==> config.mk <==
export PLATFORM = sky130hd
export DESIGN_NAME = spill_cell
export DESIGN_NICKNAME = d
export VERILOG_FILES = /design/src/source/spill_cell.sv
export SDC_FILE = /design/constraint.sdc
export NUM_CORES = 1
export LEC_CHECK = 0
export ABC_AREA = 1
export BUFFER_PORTS_ARGS = -buffer_cell sky130_fd_sc_hd__buf_2
export CELL_PAD_IN_SITES_DETAIL_PLACEMENT = 0
export CELL_PAD_IN_SITES_GLOBAL_PLACEMENT = 1
export CORE_MARGIN = 1.5
export CORE_UTILIZATION = 44
export DETAILED_ROUTE_END_ITERATION = 12
export GPL_TIMING_DRIVEN = 0
export PLACE_DENSITY = 0.86
export SLEW_MARGIN = 20
export SYNTH_ARGS = -nofsm -noshare
export SYNTH_HDL_FRONTEND = slang
export SYNTH_SLANG_ARGS = --single-unit
==> constraint.sdc <==
create_clock -name clk_i -period 4.8 [get_ports clk_i]
set_input_delay 0.24 -clock clk_i [delete_from_list [all_inputs] [get_ports clk_i]]
set_output_delay 0.24 -clock clk_i [all_outputs]
set_load 0.02 [all_outputs]
==> src/source/spill_cell.sv <==
// Spill cell, a two-entry valid/ready register stage generic in its payload
`timescale 1ns/1ps

module spill_cell #(
    parameter type DATA_T = logic [31:0]
) (
    input  logic  clk_i,
    input  logic  arst_n_i,
    input  logic  valid_i,
    output logic  ready_o,
    input  DATA_T data_i,
    output logic  valid_o,
    input  logic  ready_i,
    output DATA_T data_o
);

    logic  main_valid_q;
    logic  spill_valid_q;
    DATA_T main_data_q;
    DATA_T spill_data_q;
    logic  main_free;
    logic  in_fire;

    // Main entry can load when empty or when its content leaves now
    assign main_free = ~main_valid_q | ready_i;
    assign in_fire   = valid_i & ready_o;

    // ------------------------------------------------------------
    // Control state
    // ------------------------------------------------------------
    always_ff @(posedge clk_i or negedge arst_n_i) begin
        if (!arst_n_i) begin
            main_valid_q  <= 1'b0;
            spill_valid_q <= 1'b0;
        end else if (main_free) begin
            if (spill_valid_q) begin
                // Spill entry moves up, no input accepted this cycle
                main_valid_q  <= 1'b1;
                spill_valid_q <= 1'b0;
            end else begin
                main_valid_q <= in_fire;
            end
        end else if (in_fire) begin
            spill_valid_q <= 1'b1;
        end
    end

    // ------------------------------------------------------------
    // Payload
    // ------------------------------------------------------------
    always_ff @(posedge clk_i) begin
        if (main_free) begin
            if (spill_valid_q) begin
                main_data_q <= spill_data_q;
            end else if (in_fire) begin
                main_data_q <= data_i;
            end
        end else if (in_fire) begin
            spill_data_q <= data_i;
        end
    end

    // Ready depends on the spill entry only, never on ready_i
    assign ready_o = ~spill_valid_q;
    assign valid_o = main_valid_q;
    assign data_o  = main_data_q;

endmodule

==> impl_results.md <==
* Maximum fanout along the worst path at 17
* First-pass GRT wire length at around 6600 µm
* Clock-pin slew on the worst setup and hold paths at 70 ps
* WS Path Type: reg -> reg
* Number of post-CTS setup repair buffers at 0
* Detailed Place HPWL at between 2000 and 3000 µm
* Post-Syn Nets at 216
* Detailed-route via count at ~1500
* Final min period at between 1500 and 2000 ps
* Die X at just under 80 µm
* Final Max Tran Viols at 0
* Final hold vios at 0
* CTS sink cnt at between 60 and 70
* Root Buffer: clkbuf_8
* H-tree levels at 3
* Vias/cell at between 4 and 5
* CTS Buffer Depth at 2
* Crit path DAT at roughly 1700 ps
* Crit-path cells: buf_6, inv_8, nand2_1, nor2_4, buf_16
* TritonCTS clock tree: yes
* Tot GR Track Use at ~15%
* Leak Pwr at 1.380 nW
* Slew @ Worst Pin at just under 600 ps
* Cts repair resizes at 0
* Cell Count, Final, Fillers Out at between 300 and 400
* Initial antenna violation count at 0
* Starting density of the core at roughly 46%
* MaxCap Viol Count at 0
* Max_slew headroom at 60.84%
* Mapped Cells at between 150 and 200
* DRT Pass-1 Iters at 4
* Synth cell types at 10
* N_diodes at 0
* # placed instances at between 300 and 400
* Peak supply drop at approximately 0.19 mV
* CP Buf/Inv Count at 3
* Final setup violation count at 0
* Inserted Clock Buffers at 9
* Grt ovf at 0
* Routed WL at between 4000 and 5000 µm
* Cell family with most CP delay: simple AND/OR/NAND/NOR gates
* Final #Nets at ~300
* Syn Std Cell Area at ~2500 µm²
* FF-to-FF path depth at 5
* Worst Hold Slack at roughly 94 ps
* Status: complete, no violations
* Delay of the slowest critical-path stage at approximately 460 ps
* Area grow syn2layout at 27.94%
* Core ar. at 5507 µm²
* DR iter-0 viols at 60
* Largest net degree at the start of global routing at 19
* Layout Skew at ~7.3 ps
* Die area at 6161 µm²
* Port bufs at 69
* Hold Crit Class: in -> reg
* Post-Route Utilization at 58.26%
* Setup TNS at 0 ps
* Worst hold stages at 1
* Slowest CP cell: nor2_4
* Seq/Total Area, Yosys at about four fifths
* Post-cts hold buffer count at 1
* Crit end category: flip-flop
* Overall power at between 1 and 1.5 mW
* Drt drc at 0
* Row count at 27
* Layout cells sized above 1 at between 40% and 50%
* Startpoint types: flip-flop
* Gpl congestion at ~0.66
* Number of global-route vias before repair at 1420
* Flop and latch count out of synthesis at 66
* Power density over the cells at about 400 nW/µm²
* Avg WL per Cell at between 10 and 15 µm
* Final ANT Viol Nets at 0
* Number of cells on the critical path at 5
* RSZ-0062 raised after global routing: false
* Period utilisation layout at 34.71%
* Fmax at between 600 and 700 MHz
* IO Pins at 70
* Clk_lat worst skew at around 330 ps
* Die H at between 70 and 80 µm
* YS warnings at 0
* Worst endpoint required time at between 4000 and 5000 ps
* Syn Area/Cell at around 14 µm²
==> placed cells by master (no fill, tap or decap), drive strengths merged <==
master       count
nand2           99
dlygate4sd3      1
clkinvlp         2
edfxtp          64
buf             78
bufinv           1
dfrtp            2
clkbuf          10
inv              3
nor2             5
clkinv           3
==> metal layers <==
layer  routed length [µm]  GRT usage [%]  vias up
met2                 2072          22.70       50
met4                   74          9.643        0
met3                  260          3.837        7
met1                 1904          18.75      691
li1                     -              -      771
met5                    0              0        -
==> logic make-up after synthesis <==
family,after synthesis,synth area share (%)
buffers and inverters,10,4.291
flip-flops,66,78.64
AND/OR/NAND/NOR,104,17.07
==> Yosys cell counts, drive strengths merged <==
cell type	instances	share of area, %
buf	7	3.5
nor2	5	0.75
edfxtp	64	77
inv	3	0.75
nand2	99	16
dfrtp	2	2.0
==> area by class of cell <==
type	count	area (µm²)
Sequential cell	66	1972
Multi-Input combinational cell	104	442.9
Clock buffer	10	127.6
Buffer	7	88.84
Inverter	3	18.77
Fill cell	449	2298
Timing Repair Buffer	72	410.4
Clock inverter	6	57.56
Tap cell	72	90.09
==> flip-flops by register name, indices dropped and copies added, names as in the netlist <==
name,cells
valid_o,1
data_o,32
spill_data_q,32
spill_valid_q,1
==> final timing paths <==
check                      slack (ps)                       start                    endpoint
setup / recovery                 3130   spill_valid_q$_DFFE_PN0P_  spill_data_q[13]$_DFFE_PP_
hold / removal                     90                  data_i[17]  spill_data_q[17]$_DFFE_PP_
setup reg to reg                 3130   spill_valid_q$_DFFE_PN0P_  spill_data_q[13]$_DFFE_PP_
hold reg to reg                   520  spill_data_q[12]$_DFFE_PP_        data_o[12]$_DFFE_PP_
max in group asynchronous        4480                    arst_n_i         valid_o$_DFFE_PN0P_
min in group asynchronous         220                    arst_n_i   spill_valid_q$_DFFE_PN0P_
==> power breakdown <==
group | internal (mW) | switching (mW)
clock network | 0.236 | 0.202
logic | 0.0598 | 0.102
registers | 0.681 | 0.00850
==> metrics by stage <==
| stage | setup WS, ps | area (µm²) |
|---|---|---|
| 2_1_floorplan | 2403 | 2507 |
| 3_3_place_gp | 1689 | 2943 |
| 3_5_place_dp | 3115 | 3013 |
| 4_1_cts | 3093 | 3208 |
| 5_1_grt | 3030 | 3208 |
| 6_report | 3134 | 3208 |
Note: power is estimated with default switching activity, not from simulation.
