<file path="src/source/mem_pkg.sv">
// Memory emulator package with access kinds, widths, exception codes and answer layout
package mem_pkg;

    // ------------------------------------------------------------
    // Field widths
    // ------------------------------------------------------------
    localparam int ADDR_W = 32;
    localparam int DATA_W = 64;
    localparam int TAG_W  = 4;
    localparam int ANS_W  = 128;

    // Access kind of a request
    typedef enum logic [1:0] {
        MEM_ACC_INSTR = 2'h0,
        MEM_ACC_LD    = 2'h1,
        MEM_ACC_ST    = 2'h2
    } mem_acc_t;

    // Load/store width, unsigned variants zero-extend on load
    typedef enum logic [2:0] {
        LS_BYTE       = 3'h0,
        LS_BYTE_U     = 3'h1,
        LS_HALFWORD   = 3'h2,
        LS_HALFWORD_U = 3'h3,
        LS_WORD       = 3'h4,
        LS_WORD_U     = 3'h5,
        LS_DOUBLEWORD = 3'h6
    } ls_type_t;

    // Exception causes, numbered after the RISC-V mcause values
    typedef enum logic [3:0] {
        E_I_ADDR_MISALIGNED  = 4'h0,
        E_I_ACCESS_FAULT     = 4'h1,
        E_LD_ADDR_MISALIGNED = 4'h4,
        E_LD_ACCESS_FAULT    = 4'h5,
        E_ST_ADDR_MISALIGNED = 4'h6,
        E_ST_ACCESS_FAULT    = 4'h7,
        E_UNKNOWN            = 4'hf
    } except_code_t;

    // ------------------------------------------------------------
    // Answer layout
    // ------------------------------------------------------------
    localparam int ANS_PAD_W = ANS_W - (TAG_W + $bits(mem_acc_t) + ADDR_W + DATA_W + 1
                                        + $bits(except_code_t));

    typedef struct packed {
        logic [ANS_PAD_W-1:0] pad;
        logic [TAG_W-1:0]     tag;
        mem_acc_t             acc_type;
        logic [ADDR_W-1:0]    addr;
        logic [DATA_W-1:0]    value;
        logic                 except_raised;
        except_code_t         except_code;
    } mem_ans_t;

    // Size in bytes of an access, fetches are always one word
    function automatic logic [3:0] access_bytes(mem_acc_t acc, ls_type_t ls);
        logic [3:0] nbytes;
        if (acc == MEM_ACC_INSTR) begin
            nbytes = 4'd4;
        end else begin
            case (ls)
                LS_BYTE, LS_BYTE_U:         nbytes = 4'd1;
                LS_HALFWORD, LS_HALFWORD_U: nbytes = 4'd2;
                LS_WORD, LS_WORD_U:         nbytes = 4'd4;
                default:                    nbytes = 4'd8;
            endcase
        end
        return nbytes;
    endfunction

endpackage

</file>
<file path="src/source/mem_access_check.sv">
// Access checker for alignment, address range and store write protection
`timescale 1ns/1ps

module mem_access_check
    import mem_pkg::*;
#(
    parameter int MEM_WORDS = 256
) (
    input  mem_acc_t          acc_i,
    input  ls_type_t          ls_i,
    input  logic [ADDR_W-1:0] addr_i,
    input  logic [ADDR_W-1:0] wp_base_i,
    input  logic [ADDR_W-1:0] wp_limit_i,
    input  logic              wp_en_i,
    output logic              except_o,
    output except_code_t      code_o
);

    // One extra bit so the last-byte sum cannot wrap
    localparam logic [ADDR_W:0] MEM_BYTES = (ADDR_W+1)'(MEM_WORDS * 8);

    logic [3:0]      nbytes;
    logic [2:0]      align_mask;
    logic [ADDR_W:0] last_byte;
    logic            unknown_acc;
    logic            misaligned;
    logic            out_of_range;
    logic            wp_hit;
    logic            access_fault;

    assign nbytes     = access_bytes(acc_i, ls_i);
    assign align_mask = 3'(nbytes - 4'd1);
    assign last_byte  = {1'b0, addr_i} + (ADDR_W+1)'(nbytes) - (ADDR_W+1)'(1);

    // ------------------------------------------------------------
    // Individual checks
    // ------------------------------------------------------------
    assign unknown_acc  = !(acc_i inside {MEM_ACC_INSTR, MEM_ACC_LD, MEM_ACC_ST});
    assign misaligned   = (addr_i[2:0] & align_mask) != 3'b000;
    assign out_of_range = last_byte >= MEM_BYTES;

    // Window is inclusive at both ends and guards stores only
    assign wp_hit = wp_en_i && (acc_i == MEM_ACC_ST)
                    && (addr_i >= wp_base_i) && (addr_i <= wp_limit_i);

    assign access_fault = out_of_range | wp_hit;

    // ------------------------------------------------------------
    // Exception code, misalignment wins over a fault
    // ------------------------------------------------------------
    always_comb begin
        except_o = unknown_acc | misaligned | access_fault;
        code_o   = E_UNKNOWN;
        if (!unknown_acc) begin
            if (misaligned) begin
                case (acc_i)
                    MEM_ACC_INSTR: code_o = E_I_ADDR_MISALIGNED;
                    MEM_ACC_LD:    code_o = E_LD_ADDR_MISALIGNED;
                    default:       code_o = E_ST_ADDR_MISALIGNED;
                endcase
            end else if (access_fault) begin
                case (acc_i)
                    MEM_ACC_INSTR: code_o = E_I_ACCESS_FAULT;
                    MEM_ACC_LD:    code_o = E_LD_ACCESS_FAULT;
                    default:       code_o = E_ST_ACCESS_FAULT;
                endcase
            end
        end
    end

endmodule

</file>
<file path="config.mk">
export PLATFORM = sky130hd
export DESIGN_NAME = mem_access_check
export DESIGN_NICKNAME = d
export VERILOG_FILES = /design/src/source/mem_pkg.sv /design/src/source/mem_access_check.sv
export SDC_FILE = /design/constraint.sdc
export NUM_CORES = 1
export LEC_CHECK = 0
export ABC_AREA = 1
export BUFFER_PORTS_ARGS = -buffer_cell sky130_fd_sc_hd__buf_4
export CAP_MARGIN = 20
export CORE_ASPECT_RATIO = 0.5
export CORE_MARGIN = 4
export CORE_UTILIZATION = 40
export DETAILED_ROUTE_END_ITERATION = 6
export PLACE_DENSITY_LB_ADDON = 0.15
export SLEW_MARGIN = 25
export SYNTH_ARGS = -nofsm -noshare
export SYNTH_HDL_FRONTEND = slang
export SYNTH_SLANG_ARGS = --single-unit
export TNS_END_PERCENT = 20
</file>
<file path="constraint.sdc">
create_clock -name vclk -period 5.25
set_clock_uncertainty 0.05 [all_clocks]
set_input_delay 1.05 -clock vclk [all_inputs]
set_output_delay 1.05 -clock vclk [all_outputs]
set_load 0.005 [all_outputs]
</file>
==> impl_metrics.yaml <==
logic_synthesis:
  synth-seq-area-share_pct: 0
  syn_area_sq_um: 4422
  synth_cell_types: 27
  netlist_instances: 838
  syn_area_per_cell_sq_um: 5.277
  ys_warn_count: 0
  syn_nets: 1042
drt:
  wirelength_microns: 13590
  via_per_inst: 4.879
  drt_iter0_drc: 264
  drc: 0
  postRouteAntennaNets: 0
  drt_pass1_iterations: 5
  wl_per_cell_microns: 12.50
  vias: 5304
cells_and_area:
  regArea_sq_um: 0
  syn_to_final_growth_pct: 23.80
  fin_util_pct: 52.26
  fin_nets: 1153
  drive_above_1_share_pct: 15.10
  clkbuf_count: 0
  nFillCells: 1143
  nFlopsAndLatches: 0
  antenna_cells: 0
  multi_input_area_sq_um: 3700
power:
  switching_share_pct: 59.49
  p_seq_share_pct: 0
  power_density_nw_per_um2: 95.28
  clkPwrFrac_pct: 0
  max-vdd-ir-drop_mv: 0.03388
  p_leak_nw: 3.500
  p_sw_w: 0.0003103
  p_comb_share_pct: 100.0
  power.internal_w: 0.0002113
global_route:
  grt_max_degree: 8
  grt_pass1_vias: 4939
  antenna_found_initial: 0
  gr-total-overflow: 0
  grt_pass1_wl_microns: 22330
  track_usage_pct: 20.82
die:
  dieWidth_microns: 156.7
  std_cell_rows: 26
  num_io_pins: 107
  fp.coreArea_sq_um: 10480
  initial_core_util_pct: 42.21
  design.die.area_sq_um: 12900
  die_h_microns: 82.35
critical_path:
  crit_path_max_fanout: 3
  arrival_ns: 3.88
  crit_type: "input pin to primary output"
  worstSetupEndpointType: "primary output"
  crit_path_start_kind: "input pin"
  max_stage_delay_ns: 0.38
  crit_path_frequent_cell: "nand2_1"
  slowest_stage: "fa_2"
  cp_data_required_time_ns: 4.15
timing:
  setup_viol: 0
  worstMarginPinSlew_ns: 0.7153
  final_max_slew_viol_count: 0
  worst_hold_slack_ns: 2.359
  final.period_utilization_pct: 94.84
  finalHoldViolations: 0
  max-slew-margin-rel_pct: 51.95
  fin_ws_ns: 0.2707
  fmax_mhz: 200.8
  finalWorstPathRequiredPeriod_ns: 4.979
placement:
  dp_hpwl_microns: 12430
  port-buffer-count: 106
  place_congestion: 0.9503
  dp_slack_ns: 0.1031
worst_hold_path:
  worstHoldPathType: "input pin to primary output"
  min_to: "code_o[1]"
  hold_depth: 4
  hold_start: "acc_i[1]"
status:
  status: "finished clean"
clock_network:
  cts_hold_buf: 0
run:
  cap_violations: 0
## critical path, delay by kind of cell
kind / cells / cell delay (ns)
buffers and inverters: 6 / 0.52
adders and majority gates: 3 / 0.81
and+or+nand+nor: 17 / 1.48
## per-stage QoR
| stage | std cells | power (W) | setup TNS (ns) | cell area, sq um |
|---|---|---|---|---|
| after CTS | 1086 | 0.0005099 | 0 | 5408 |
| after global placement | 1086 | 0.0004976 | 0 | 5408 |
| after global routing | 1087 | 0.0005986 | -0.02614 | 5474 |
| final | 1087 | 0.0005216 | 0 | 5474 |
| after floorplan | 838 | 0.0003347 | 0 | 4422 |
| after detailed placement | 1086 | 0.0005071 | 0 | 5408 |
## cells in the mapped netlist
cell      instances  area, sq um
xor2_1            3        26.28
nor2_1           66        247.7
a31oi_1           1        6.260
nand3b_1          8        60.06
o21a_1            4        30.03
o211ai_1          1        7.510
inv_2             2        7.510
a21o_1            1        7.510
nand2_1         259        972.2
fa_1              1        20.02
and2_1            2        12.51
ha_1            101         1264
a21oi_2           1        8.760
nand3_1          50        250.2
inv_1           206        773.2
a21oi_1          61        305.3
o21ai_0          20        100.1
nor3_1            9        45.04
nand4_1          15        93.84
nor3_2            1        10.01
and3_1            1        6.260
nor4_1            4        25.02
nand2_2           6        37.54
o21bai_1          6        45.04
or2_1             2        12.51
nand3_2           1        10.01
nor2_2            6        37.54
## worst max-delay path by stage
| stage | startpoint | endpoint | slack (ns) | cells after the start |
|---|---|---|---|---|
| after floorplan | acc_i[1] | code_o[1] | 0.68 | 25 |
| after global placement | acc_i[1] | code_o[3] | 0.14 | 28 |
| after detailed placement | acc_i[1] | code_o[3] | 0.10 | 28 |
| after CTS | acc_i[1] | code_o[3] | 0.09 | 28 |
| after global routing | ls_i[2] | code_o[3] | -0.01 | 27 |
| final | ls_i[2] | code_o[3] | 0.27 | 26 |
## power groups by stage
stage	clock network [W]	registers, W	logic, W
3_5_place_dp	0	0	0.000507
2_1_floorplan	0	0	0.000335
4_1_cts	0	0	0.000510
5_1_grt	0	0	0.000599
3_3_place_gp	0	0	0.000498
6_report	0	0	0.000522
## timing repair
action / in CTS / in global routing
endpoints found under the setup margin: 0 / 4
buffers inserted: 0 / 1
hold endpoints to repair: 0 / 0
resized for setup: 0 / 19
## cells in the final DEF (no fill, tap or decap)
master / netlist / routed
a21o_1: 1 / 1
a21oi_1: 61 / 60
a21oi_2: 1 / 2
a31oi_1: 1 / 1
and2_1: 2 / 2
and3_1: 1 / 1
buf_4: 0 / 109
fa_2: 0 / 1
ha_1: 101 / 101
inv_1: 206 / 204
inv_2: 2 / 4
nand2_1: 259 / 253
nand2_2: 6 / 12
nand3_1: 50 / 46
nand3_2: 1 / 5
nand3b_1: 8 / 8
nand4_1: 15 / 15
nor2_1: 66 / 63
nor2_2: 6 / 7
nor2_4: 0 / 2
nor3_1: 9 / 9
nor3_2: 1 / 1
nor4_1: 4 / 4
o211ai_1: 1 / 1
o21a_1: 4 / 4
o21ai_0: 20 / 20
o21bai_1: 6 / 6
or2_1: 2 / 2
xor2_1: 3 / 3
## area by class of cell
cell class         instances  area share [%]
repair buffers           109           14.95
inverters                208           14.26
well taps                140           3.200
multi-input cells        630           67.59
## logic make-up (layout without fill, tap and decap cells)
| kind of cell | Yosys count | count (layout) | synth area share (%) |
|---|---|---|---|
| XOR/XNOR | 3 | 3 | 0.5943 |
| buffers and inverters | 208 | 317 | 17.66 |
| AO/OA/AOI/OAI | 95 | 95 | 11.55 |
| adder cells (fa/ha/maj) | 102 | 102 | 29.03 |
| AND/OR/NAND/NOR | 430 | 430 | 41.17 |
## layer usage
| metal | vias to the layer above | share of wire, % | global-route usage, % |
|---|---|---|---|
| met4 | 0 | 0.35 | 1.039 |
| met5 | - | 0 | 0 |
| li1 | 2856 | - | - |
| met2 | 177 | 39 | 33.93 |
| met1 | 2266 | 52 | 30.42 |
| met3 | 5 | 8.8 | 3.227 |
No activity file was read; power rests on OpenSTA's default activity.
