$ cat src/source/mem_pkg.sv
// Memory emulator package with access kinds, widths, exception codes and answer layout
package mem_pkg;

    // ------------------------------------------------------------
    // Field widths
    // ------------------------------------------------------------
    localparam int ADDR_W = 32;
    localparam int DATA_W = 64;
    localparam int TAG_W  = 4;
    localparam int ANS_W  = 128;

    // Access kind of a request
    typedef enum logic [1:0] {
        MEM_ACC_INSTR = 2'h0,
        MEM_ACC_LD    = 2'h1,
        MEM_ACC_ST    = 2'h2
    } mem_acc_t;

    // Load/store width, unsigned variants zero-extend on load
    typedef enum logic [2:0] {
        LS_BYTE       = 3'h0,
        LS_BYTE_U     = 3'h1,
        LS_HALFWORD   = 3'h2,
        LS_HALFWORD_U = 3'h3,
        LS_WORD       = 3'h4,
        LS_WORD_U     = 3'h5,
        LS_DOUBLEWORD = 3'h6
    } ls_type_t;

    // Exception causes, numbered after the RISC-V mcause values
    typedef enum logic [3:0] {
        E_I_ADDR_MISALIGNED  = 4'h0,
        E_I_ACCESS_FAULT     = 4'h1,
        E_LD_ADDR_MISALIGNED = 4'h4,
        E_LD_ACCESS_FAULT    = 4'h5,
        E_ST_ADDR_MISALIGNED = 4'h6,
        E_ST_ACCESS_FAULT    = 4'h7,
        E_UNKNOWN            = 4'hf
    } except_code_t;

    // ------------------------------------------------------------
    // Answer layout
    // ------------------------------------------------------------
    localparam int ANS_PAD_W = ANS_W - (TAG_W + $bits(mem_acc_t) + ADDR_W + DATA_W + 1
                                        + $bits(except_code_t));

    typedef struct packed {
        logic [ANS_PAD_W-1:0] pad;
        logic [TAG_W-1:0]     tag;
        mem_acc_t             acc_type;
        logic [ADDR_W-1:0]    addr;
        logic [DATA_W-1:0]    value;
        logic                 except_raised;
        except_code_t         except_code;
    } mem_ans_t;

    // Size in bytes of an access, fetches are always one word
    function automatic logic [3:0] access_bytes(mem_acc_t acc, ls_type_t ls);
        logic [3:0] nbytes;
        if (acc == MEM_ACC_INSTR) begin
            nbytes = 4'd4;
        end else begin
            case (ls)
                LS_BYTE, LS_BYTE_U:         nbytes = 4'd1;
                LS_HALFWORD, LS_HALFWORD_U: nbytes = 4'd2;
                LS_WORD, LS_WORD_U:         nbytes = 4'd4;
                default:                    nbytes = 4'd8;
            endcase
        end
        return nbytes;
    endfunction

endpackage

$ cat src/source/mem_cfg_regs.sv
// Write-protect window configuration registers with read-back
`timescale 1ns/1ps

module mem_cfg_regs
    import mem_pkg::*;
(
    input  logic              clk_i,
    input  logic              arst_n_i,
    input  logic              cfg_we_i,
    input  logic [1:0]        cfg_addr_i,
    input  logic [ADDR_W-1:0] cfg_wdata_i,
    output logic [ADDR_W-1:0] cfg_rdata_o,
    output logic [ADDR_W-1:0] wp_base_o,
    output logic [ADDR_W-1:0] wp_limit_o,
    output logic              wp_en_o
);

    // Register map
    localparam logic [1:0] CFG_BASE  = 2'd0;
    localparam logic [1:0] CFG_LIMIT = 2'd1;
    localparam logic [1:0] CFG_EN    = 2'd2;

    // ------------------------------------------------------------
    // Window registers
    // ------------------------------------------------------------
    always_ff @(posedge clk_i or negedge arst_n_i) begin
        if (!arst_n_i) begin
            wp_base_o  <= '0;
            wp_limit_o <= '0;
            wp_en_o    <= 1'b0;
        end else if (cfg_we_i) begin
            case (cfg_addr_i)
                CFG_BASE:  wp_base_o  <= cfg_wdata_i;
                CFG_LIMIT: wp_limit_o <= cfg_wdata_i;
                CFG_EN:    wp_en_o    <= cfg_wdata_i[0];
                default:   ;
            endcase
        end
    end

    // Read-back mux, unmapped address reads zero
    always_comb begin
        case (cfg_addr_i)
            CFG_BASE:  cfg_rdata_o = wp_base_o;
            CFG_LIMIT: cfg_rdata_o = wp_limit_o;
            CFG_EN:    cfg_rdata_o = {{(ADDR_W-1){1'b0}}, wp_en_o};
            default:   cfg_rdata_o = '0;
        endcase
    end

endmodule

$ cat config.mk
export PLATFORM = sky130hd
export DESIGN_NAME = mem_cfg_regs
export DESIGN_NICKNAME = d
export VERILOG_FILES = /design/src/source/mem_pkg.sv /design/src/source/mem_cfg_regs.sv
export SDC_FILE = /design/constraint.sdc
export NUM_CORES = 1
export LEC_CHECK = 0
export ABC_AREA = 1
export BUFFER_PORTS_ARGS = -buffer_cell sky130_fd_sc_hd__buf_2
export CAP_MARGIN = 30
export CORE_MARGIN = 10
export CORE_UTILIZATION = 45
export CTS_CLUSTER_SIZE = 8
export DETAILED_ROUTE_END_ITERATION = 8
export HOLD_SLACK_MARGIN = 0.12
export PLACE_DENSITY = 0.76
export SLEW_MARGIN = 30
export SYNTH_ARGS = -nofsm -noshare
export SYNTH_HDL_FRONTEND = slang
export SYNTH_SLANG_ARGS = --single-unit
$ cat constraint.sdc
create_clock -name clk_i -period 1.6 [get_ports clk_i]
set_clock_uncertainty 0.1 [all_clocks]
set_input_delay 0.24 -clock clk_i [delete_from_list [all_inputs] [get_ports clk_i]]
set_output_delay 0.24 -clock clk_i [all_outputs]
set_load 0.02 [all_outputs]
==> impl_metrics.tcl, run 1 <==
set metrics [dict create \
    cp-start-kind "primary input" \
    ys.flop_type "dfrtp_1" \
    holdBufCountCts 34 \
    synth-seq-cells 65 \
    grt_use_total 0.197 \
    drcViolationCount 0 \
    wl_per_cell_um 16.1 \
    fin_ws_ns 0.161 \
    critPathKind "primary input to output port" \
    clkLatencyLatePin_ns 0.34 \
    path_clk_slew_ns 0.07 \
    dieArea_mm2 0.0107 \
    vdd.ir_drop.worst_uv 601 \
    synthArstFlopShare 1.00 \
    preCtsSetupSlack_ns 0.142 \
    powerDensity_mw_per_mm2 1130 \
    finalHoldViolCount 0 \
    timing.hold.ws_ns 0.167 \
    synthTopCellsByCount "nand2_1 (194), nand3_1 (68), dfrtp_1 (65)" \
    dp_hpwl_um 7060 \
    worstMarginPinSlew_ns 0.351 \
    synth_edf_count 0 \
    ioPinCount 134 \
    yosysTopAreaCell "dfrtp_1" \
    r2r_setup_slack_ns 0.80 \
    slowest_delay_ns 0.26 \
    layout-drive-gt1-share 0.301 \
    synthToLayoutAreaGrowth_pct 42.0 \
    cts_setup_buffers 0 \
    cp.arrival_ns 1.10 \
    fin_tns_setup_ns 0 \
    die_w_um 103 \
    num_vias 3371 \
    final_cells 646 \
    slew_headroom 0.766 \
    worst_path_max_delay_cell "buf_4" \
    synth.distinct_cells 10 \
    cts_max_path_buffers 2 \
    status "finished clean" \
    drt_iter0_markers 179 \
    met3_usage 0.0525 \
    fin_crit_sh 0.899 \
    crit_required_ns 1.26 \
    syn_area_mm2 0.00312 \
    cts_sinks 65 \
    rr_worst_depth 2 \
    cts_htree_levels 3 \
    rsz0062_at_grt "no" \
    grt_use_met2 0.331 \
    synth_area_per_cell_um2 7.86 \
    synth_seq_area_share 0.521 \
    fin_area_mm2 0.00443 \
    place_inst 595 \
    initial_utilization 0.462 \
    leakagePower_nw 2.58 \
    cts_made_buffers 9 \
    grt_max_degree 66 \
    regToRegEndpoint "wp_base_o[7]" \
    wl_um 10400 \
    fp-row-count 30 \
    nets 597 \
    cts_resized 0 \
    vias_per_cell 5.22 \
    first_pass_iters 4 \
    maxCapViolations 0 \
    setup_violations 0 \
    cp-startpoint "cfg_addr_i[1]" \
    drv_slew 0 \
    port_buffers 133 \
    period_minus_slack_ns 1.44 \
    synthCells 397 \
    cp-end-kind "output port" \
    max_freq_mhz 695 \
    root_buffer "clkbuf_8" \
    grt_pass1_wl_um 16600 \
    path_cells "buf_2 > nor2_4 > buf_4 > nand2_1 > nand2_1 > buf_2" \
    yosysWarnings 0 \
    synth_top_area_frac 0.521 \
    hp-class "primary input to register" \
    synth.area.top_cells "dfrtp_1 (52%), nand2_1 (23%), nand3_1 (11%)" \
    reg2reg_from "wp_base_o[7]" \
    crit_path_max_fanout 22 \
    cts_tree "built" \
    grt_use_met1 0.237 \
    ant_nets 0 \
    die_h_um 103 \
    antenna_found_initial 0 \
    cp-endpoint "cfg_rdata_o[27]" \
    place_congestion 0.771 \
    overflow 0 \
    placeableCoreArea_mm2 0.00676 \
    n_fill_cell 614 \
    syn_nets 434 \
    grt.busiest_layer "met2" \
    place_area_mm2 0.00389 \
    yosysMostFrequentCell "nand2_1" \
    grt_pass1_vias 3243 \
]
==> how the worst min path moves through the flow <==
stage,slack (ns),end,startpoint,depth (start not counted)
after global placement,0.18,wp_base_o[8],arst_n_i,2
after floorplan,-0.16,wp_base_o[0],arst_n_i,0
after detailed placement,0.18,wp_limit_o[8],arst_n_i,2
after CTS,0.15,wp_en_o,cfg_addr_i[1],4
after global routing,0.16,wp_en_o,cfg_addr_i[1],4
final,0.17,wp_en_o,cfg_addr_i[1],4
==> critical path, delay by kind of cell <==
family | cells | cell delay [ns]
buffers and inverters | 3 | 0.56
AND/OR/NAND/NOR | 3 | 0.29
==> registers in the layout (all words and copies together) (netlist names) <==
signal,cells
wp_en_o,1
wp_base_o,32
wp_limit_o,32
==> per-layer routing <==
metal,part of all wire,vias to the layer above
li1,-,1638
met1,0.40,1599
met2,0.51,125
met3,0.078,9
met4,0.012,0
met5,0,-
==> logic make-up (layout without fill, tap and decap cells) <==
logic type / Yosys count / count (layout) / share of synthesized area
AND/OR/NAND/NOR: 296 / 296 / 0.410
flip-flops: 65 / 65 / 0.521
other: 0 / 1 / 0
buffers and inverters: 36 / 204 / 0.0686
==> cells in the final DEF, fill, tap and decap left out <==
master	instances
buf_12	5
buf_2	133
buf_4	14
bufinv_16	1
clkbuf_8	10
clkinv_2	4
clkinvlp_4	1
dfrtp_1	65
diode_2	1
dlygate4sd3_1	34
inv_1	1
inv_2	1
nand2_1	194
nand3_1	68
nand4_1	33
nor2_4	1
==> through the flow <==
step,util,power (mW)
floorplan,-,2.97
global placement,0.576,3.56
detailed placement,0.576,3.60
CTS,0.655,5.06
global route,0.655,5.30
finish,0.656,5.01
==> area by class of cell <==
| type | instances | area [um2] | share of cell area |
|---|---|---|---|
| Clock inverter | 6 | 57.6 | 0.0130 |
| Sequential cell | 65 | 1630 | 0.367 |
| Multi-Input combinational cell | 296 | 1290 | 0.290 |
| Antenna cell | 1 | 2.50 | 0.000565 |
| Timing Repair Buffer | 186 | 1210 | 0.273 |
| Clock buffer | 10 | 138 | 0.0311 |
| Tap cell | 80 | 100 | 0.0226 |
| Inverter | 2 | 7.51 | 0.00169 |
==> where the power goes <==
group | switching, mW | total (mW) | internal (mW)
clock | 0.630 | 1.38 | 0.750
sequential | 0.224 | 2.13 | 1.91
combinational | 0.981 | 1.50 | 0.518
(Power assumes the default switching activity.)
==> run 2, diff against run 1 <==
--- a/config.mk
+++ b/config.mk
@@ -16,2 +16,3 @@
 export PLACE_DENSITY = 0.76
+export SETUP_SLACK_MARGIN = 0.05
 export SLEW_MARGIN = 30
==> constraint.sdc (replaced) <==
create_clock -name clk_i -period 1.6 [get_ports clk_i]
set_clock_uncertainty 0.1 [all_clocks]
set_input_delay 0.16 -clock clk_i [delete_from_list [all_inputs] [get_ports clk_i]]
set_output_delay 0.16 -clock clk_i [all_outputs]
set_load 0.02 [all_outputs]
==> run 2 against run 1 <==
Net effect: core utilization down 0.76 points; total power down 0.99%; worst hold slack better by 0.070 ns; worst setup slack better by 0.10 ns; clock power down 3%; largest cell class unchanged; critical path depth down 3; critical path type is now register to output port.
==> impl_metrics.tcl, run 2 (synthesis results as in run 1) <==
set metrics [dict create \
    status "finished clean" \
    grt.busiest_layer "met2" \
    timing.hold.ws_ns 0.237 \
    grt_use_met1 0.231 \
    fp-row-count 30 \
    dp_hpwl_um 6780 \
    grt_pass1_vias 3223 \
    ioPinCount 134 \
    maxCapViolations 0 \
    antenna_found_initial 0 \
    path_clk_slew_ns 0.07 \
    drcViolationCount 0 \
    place_congestion 0.813 \
    finalHoldViolCount 0 \
    grt_use_met2 0.310 \
    ant_nets 0 \
    dieArea_mm2 0.0107 \
    rsz0062_at_grt "no" \
    drv_slew 0 \
    cp.arrival_ns 1.07 \
    cp-start-kind "register" \
    top_regs "wp_base_o (32), wp_limit_o (32), wp_en_o (1)" \
    wl_per_cell_um 15.9 \
    die_h_um 103 \
    powerDensity_mw_per_mm2 1130 \
    final_cells 641 \
    wl_um 10200 \
    root_buffer "clkbuf_8" \
    final_common_cell "nand2_1" \
    cp-end-kind "output port" \
    first_pass_iters 4 \
    met3_usage 0.0425 \
    clkLatencyLatePin_ns 0.33 \
    grt_pass1_wl_um 16100 \
    initial_utilization 0.462 \
    port_buffers 133 \
    cts_sinks 65 \
    crit_required_ns 1.34 \
    layout-drive-gt1-share 0.291 \
    leakagePower_nw 2.56 \
    placeableCoreArea_mm2 0.00676 \
    critPathKind "register to output port" \
    holdBufCountCts 34 \
    preCtsSetupSlack_ns 0.229 \
    fin_ws_ns 0.265 \
    setup_violations 0 \
    slew_headroom 0.765 \
    grt_use_total 0.189 \
    n_fill_cell 591 \
    cts_setup_buffers 0 \
    worstMarginPinSlew_ns 0.352 \
    cts_resized 0 \
    hp-class "primary input to register" \
    drt_iter0_markers 227 \
    max_freq_mhz 749 \
    synthToLayoutAreaGrowth_pct 40.4 \
    fin_tns_setup_ns 0 \
    grt_max_degree 66 \
    fin_crit_sh 0.834 \
    place_inst 591 \
    nets 593 \
    vdd.ir_drop.worst_uv 605 \
    final_cell_mix "nand2_1 (194), buf_2 (133), nand3_1 (68)" \
    crit_path_max_fanout 3 \
    cts_max_path_buffers 2 \
    cts_htree_levels 3 \
    cts_made_buffers 9 \
    final_util 0.648 \
    period_minus_slack_ns 1.33 \
    cts_tree "built" \
    overflow 0 \
    vias_per_cell 5.30 \
    antenna_cells 0 \
    die_w_um 103 \
    num_vias 3397 \
]
[run 2: through the flow]
| step | power (mW) | cell area (um2) |
|---|---|---|
| 6_report | 4.96 | 4380 |
| 5_1_grt | 5.22 | 4380 |
| 4_1_cts | 4.99 | 4380 |
| 3_5_place_dp | 3.58 | 3850 |
| 3_3_place_gp | 3.55 | 3850 |
| 2_1_floorplan | 2.97 | 3120 |
[run 2: critical path: stages (launching register included)]
cell     delay (ns)
dfrtp_1        0.39
nand3_1        0.09
nand2_1        0.09
buf_2          0.18
[run 2: worst paths after layout]
| path | startpoint | to | slack, ns | cells past startpoint |
|---|---|---|---|---|
| max in group asynchronous | arst_n_i | wp_base_o[20] | 0.84 | 3 |
| min in group asynchronous | arst_n_i | wp_limit_o[6] | 0.26 | 3 |
| worst max-delay path | wp_limit_o[9] | cfg_rdata_o[9] | 0.27 | 3 |
| worst min register to register | wp_limit_o[14] | wp_limit_o[14] | 0.39 | 2 |
| worst min-delay path | cfg_addr_i[0] | wp_limit_o[25] | 0.24 | 4 |
| worst max register to register | wp_base_o[14] | wp_base_o[14] | 0.85 | 2 |
[run 2: final cells by class]
cell class	instances	area, um2	share of cell area
sequential	65	1630	0.372
multi-input combinational	296	1290	0.294
timing repair buffer	182	1170	0.267
clock buffer	13	149	0.0340
tap	80	100	0.0229
clock inverter	3	40.0	0.00915
inverter	2	7.51	0.00171
[run 2: where the power goes]
group          switching, mW  internal, mW  total [mW]
Sequential             0.224          1.91        2.13
Clock                  0.584         0.759        1.34
Combinational          0.977         0.508        1.48
Total                   1.78          3.17        4.96
[run 2: per-layer routing]
metal	share of wire	wire (um)
met4	0.021	212
met2	0.50	5140
met5	0	0
met3	0.080	819
met1	0.40	4040
==> run 3, diff against run 2 <==
Clock period 1.6 ns to 1.4 ns, I/O delays scaled along.
==> run 3 against run 2 <==
Net effect: the run now ends with DRC left; global-route usage about the same; critical path depth is the same; total power is 18% higher; sequential share of layout area fell by 0.71 points; worst hold slack better by 0.00085 ns; critical path type unchanged; largest power group unchanged; highest routed layer unchanged.
==> impl_metrics.tcl, run 3 (synthesis results as in run 1) <==
set metrics [dict create \
    fp-row-count 30 \
    cts_sinks 65 \
    cts_htree_levels 3 \
    slowest_delay_ns 0.42 \
    finalPower_mw 5.86 \
    grt_max_degree 66 \
    vdd.ir_drop.worst_uv 753 \
    cts_made_buffers 9 \
    reg2reg_from "wp_limit_o[12]" \
    ant_nets 0 \
    antenna_found_initial 0 \
    slew_headroom 0.753 \
    clkLatencyLatePin_ns 0.32 \
    ioPinCount 134 \
    fin_tns_setup_ns 0 \
    die_w_um 103 \
    final_util 0.661 \
    grt_pass1_wl_um 16300 \
    seq_power_share 0.415 \
    dp_hpwl_um 6840 \
    p_int_mw 3.81 \
    place_congestion 0.795 \
    layout-drive-gt1-share 0.303 \
    max_freq_mhz 769 \
    powerDensity_mw_per_mm2 1310 \
    n_fill_cell 567 \
    p_sw_frac 0.351 \
    power_switching_mw 2.06 \
    hp-class "primary input to asynchronous set/reset pin" \
    worstMarginPinSlew_ns 0.371 \
    wl_per_cell_um 15.9 \
    finalHoldViolCount 0 \
    leakagePower_nw 2.61 \
    worst_path_max_delay_cell "dfrtp_1" \
    met3_usage 0.0512 \
    synthToLayoutAreaGrowth_pct 43.1 \
    combPwrFrac 0.298 \
    final_cell_mix "nand2_1 (194), buf_2 (130), nand3_1 (68)" \
    cp-end-kind "output port" \
    placeableCoreArea_mm2 0.00676 \
    die_h_um 103 \
    fin_crit_sh 0.929 \
    cpMostUsedCell "nand2_1" \
    violations "DRC" \
    crit_path_max_fanout 3 \
    rsz0062_at_grt "no" \
    drcViolationCount 2 \
    num_vias 3421 \
    initial_utilization 0.462 \
    r2r_setup_slack_ns 0.53 \
    drt_iter0_markers 233 \
    critPathKind "register to output port" \
    maxCapViolations 0 \
    first_pass_iters 9 \
    nets 600 \
    drv_slew 0 \
    cp.arrival_ns 1.06 \
    grt_use_met1 0.235 \
    port_buffers 133 \
    final_common_cell "nand2_1" \
    cts_tree "built" \
    cp-start-kind "register" \
    overflow 0 \
    p_clk_frac 0.287 \
    top_regs "wp_base_o (32), wp_limit_o (32), wp_en_o (1)" \
    grt_use_met2 0.313 \
    cp-startpoint "wp_base_o[25]" \
    antenna_cells 0 \
    grt.busiest_layer "met2" \
    crit_required_ns 1.16 \
    path_cells "nand2_1 > nand2_1 > buf_4" \
    dieArea_mm2 0.0107 \
    period_minus_slack_ns 1.30 \
    root_buffer "clkbuf_8" \
    path_delay_family "flip-flops" \
    vias_per_cell 5.29 \
    grt_use_total 0.189 \
    path_clk_slew_ns 0.07 \
    setup_violations 0 \
    grt_pass1_vias 3257 \
    crit_buf_inv 1 \
    cts_max_path_buffers 2 \
    wl_um 10300 \
    status "finished with violations" \
]
run 3: worst paths after layout:
path / endpoint / cells after the start
max in group asynchronous: wp_base_o[27] / 3
worst max-delay path: cfg_rdata_o[25] / 3
worst min-delay path: wp_limit_o[10] / 3
worst max register to register: wp_limit_o[12] / 3
min in group clk_i: wp_base_o[28] / 5
worst min register to register: wp_limit_o[16] / 2
run 3: metal layers:
layer  vias to the layer above  share of wire
li1                       1632              -
met1                      1607           0.40
met2                       163           0.50
met3                        19          0.088
met4                         0          0.015
met5                         -              0
run 3: through the flow:
stage                     area, um2  worst slack, ns  hold slack (ns)  instances
after CTS                      4400           0.0852            0.226        640
after floorplan                3120            0.364           -0.256        397
after detailed placement       3850           0.0906           0.0818        591
after global routing           4460           0.0346            0.255        647
after global placement         3850            0.133           0.0769        591
final                          4460           0.0997            0.238        647
run 3: timing repair:
action | 4_1_cts | 5_1_grt
hold endpoints to repair | 130 | 0
buffers inserted | 0 | 7
hold buffers | 34 | 0
endpoints found under the setup margin | 0 | 5
resized for setup | 0 | 3
run 3: power groups by stage:
stage               clock network [mW]  registers [mW]  logic, mW
detailed placement                   0            2.46       1.63
finish                            1.68            2.43       1.75
global route                      1.80            2.47       1.91
global placement                     0            2.45       1.60
floorplan                            0            2.80      0.595
CTS                               1.71            2.43       1.71
run 3: final cells by class:
class / instances / area [um2] / share of cell area
timing repair buffer: 189 / 1230 / 0.275
clock inverter: 2 / 35.0 / 0.00785
clock buffer: 13 / 179 / 0.0401
sequential: 65 / 1630 / 0.364
inverter: 2 / 7.51 / 0.00168
tap: 80 / 100 / 0.0224
multi-input combinational: 296 / 1290 / 0.288
run 3: tightest hold or removal path, stage by stage:
cell           delay (ns)
dlygate4sd3_1        0.52
buf_2                0.12
buf_12               0.29
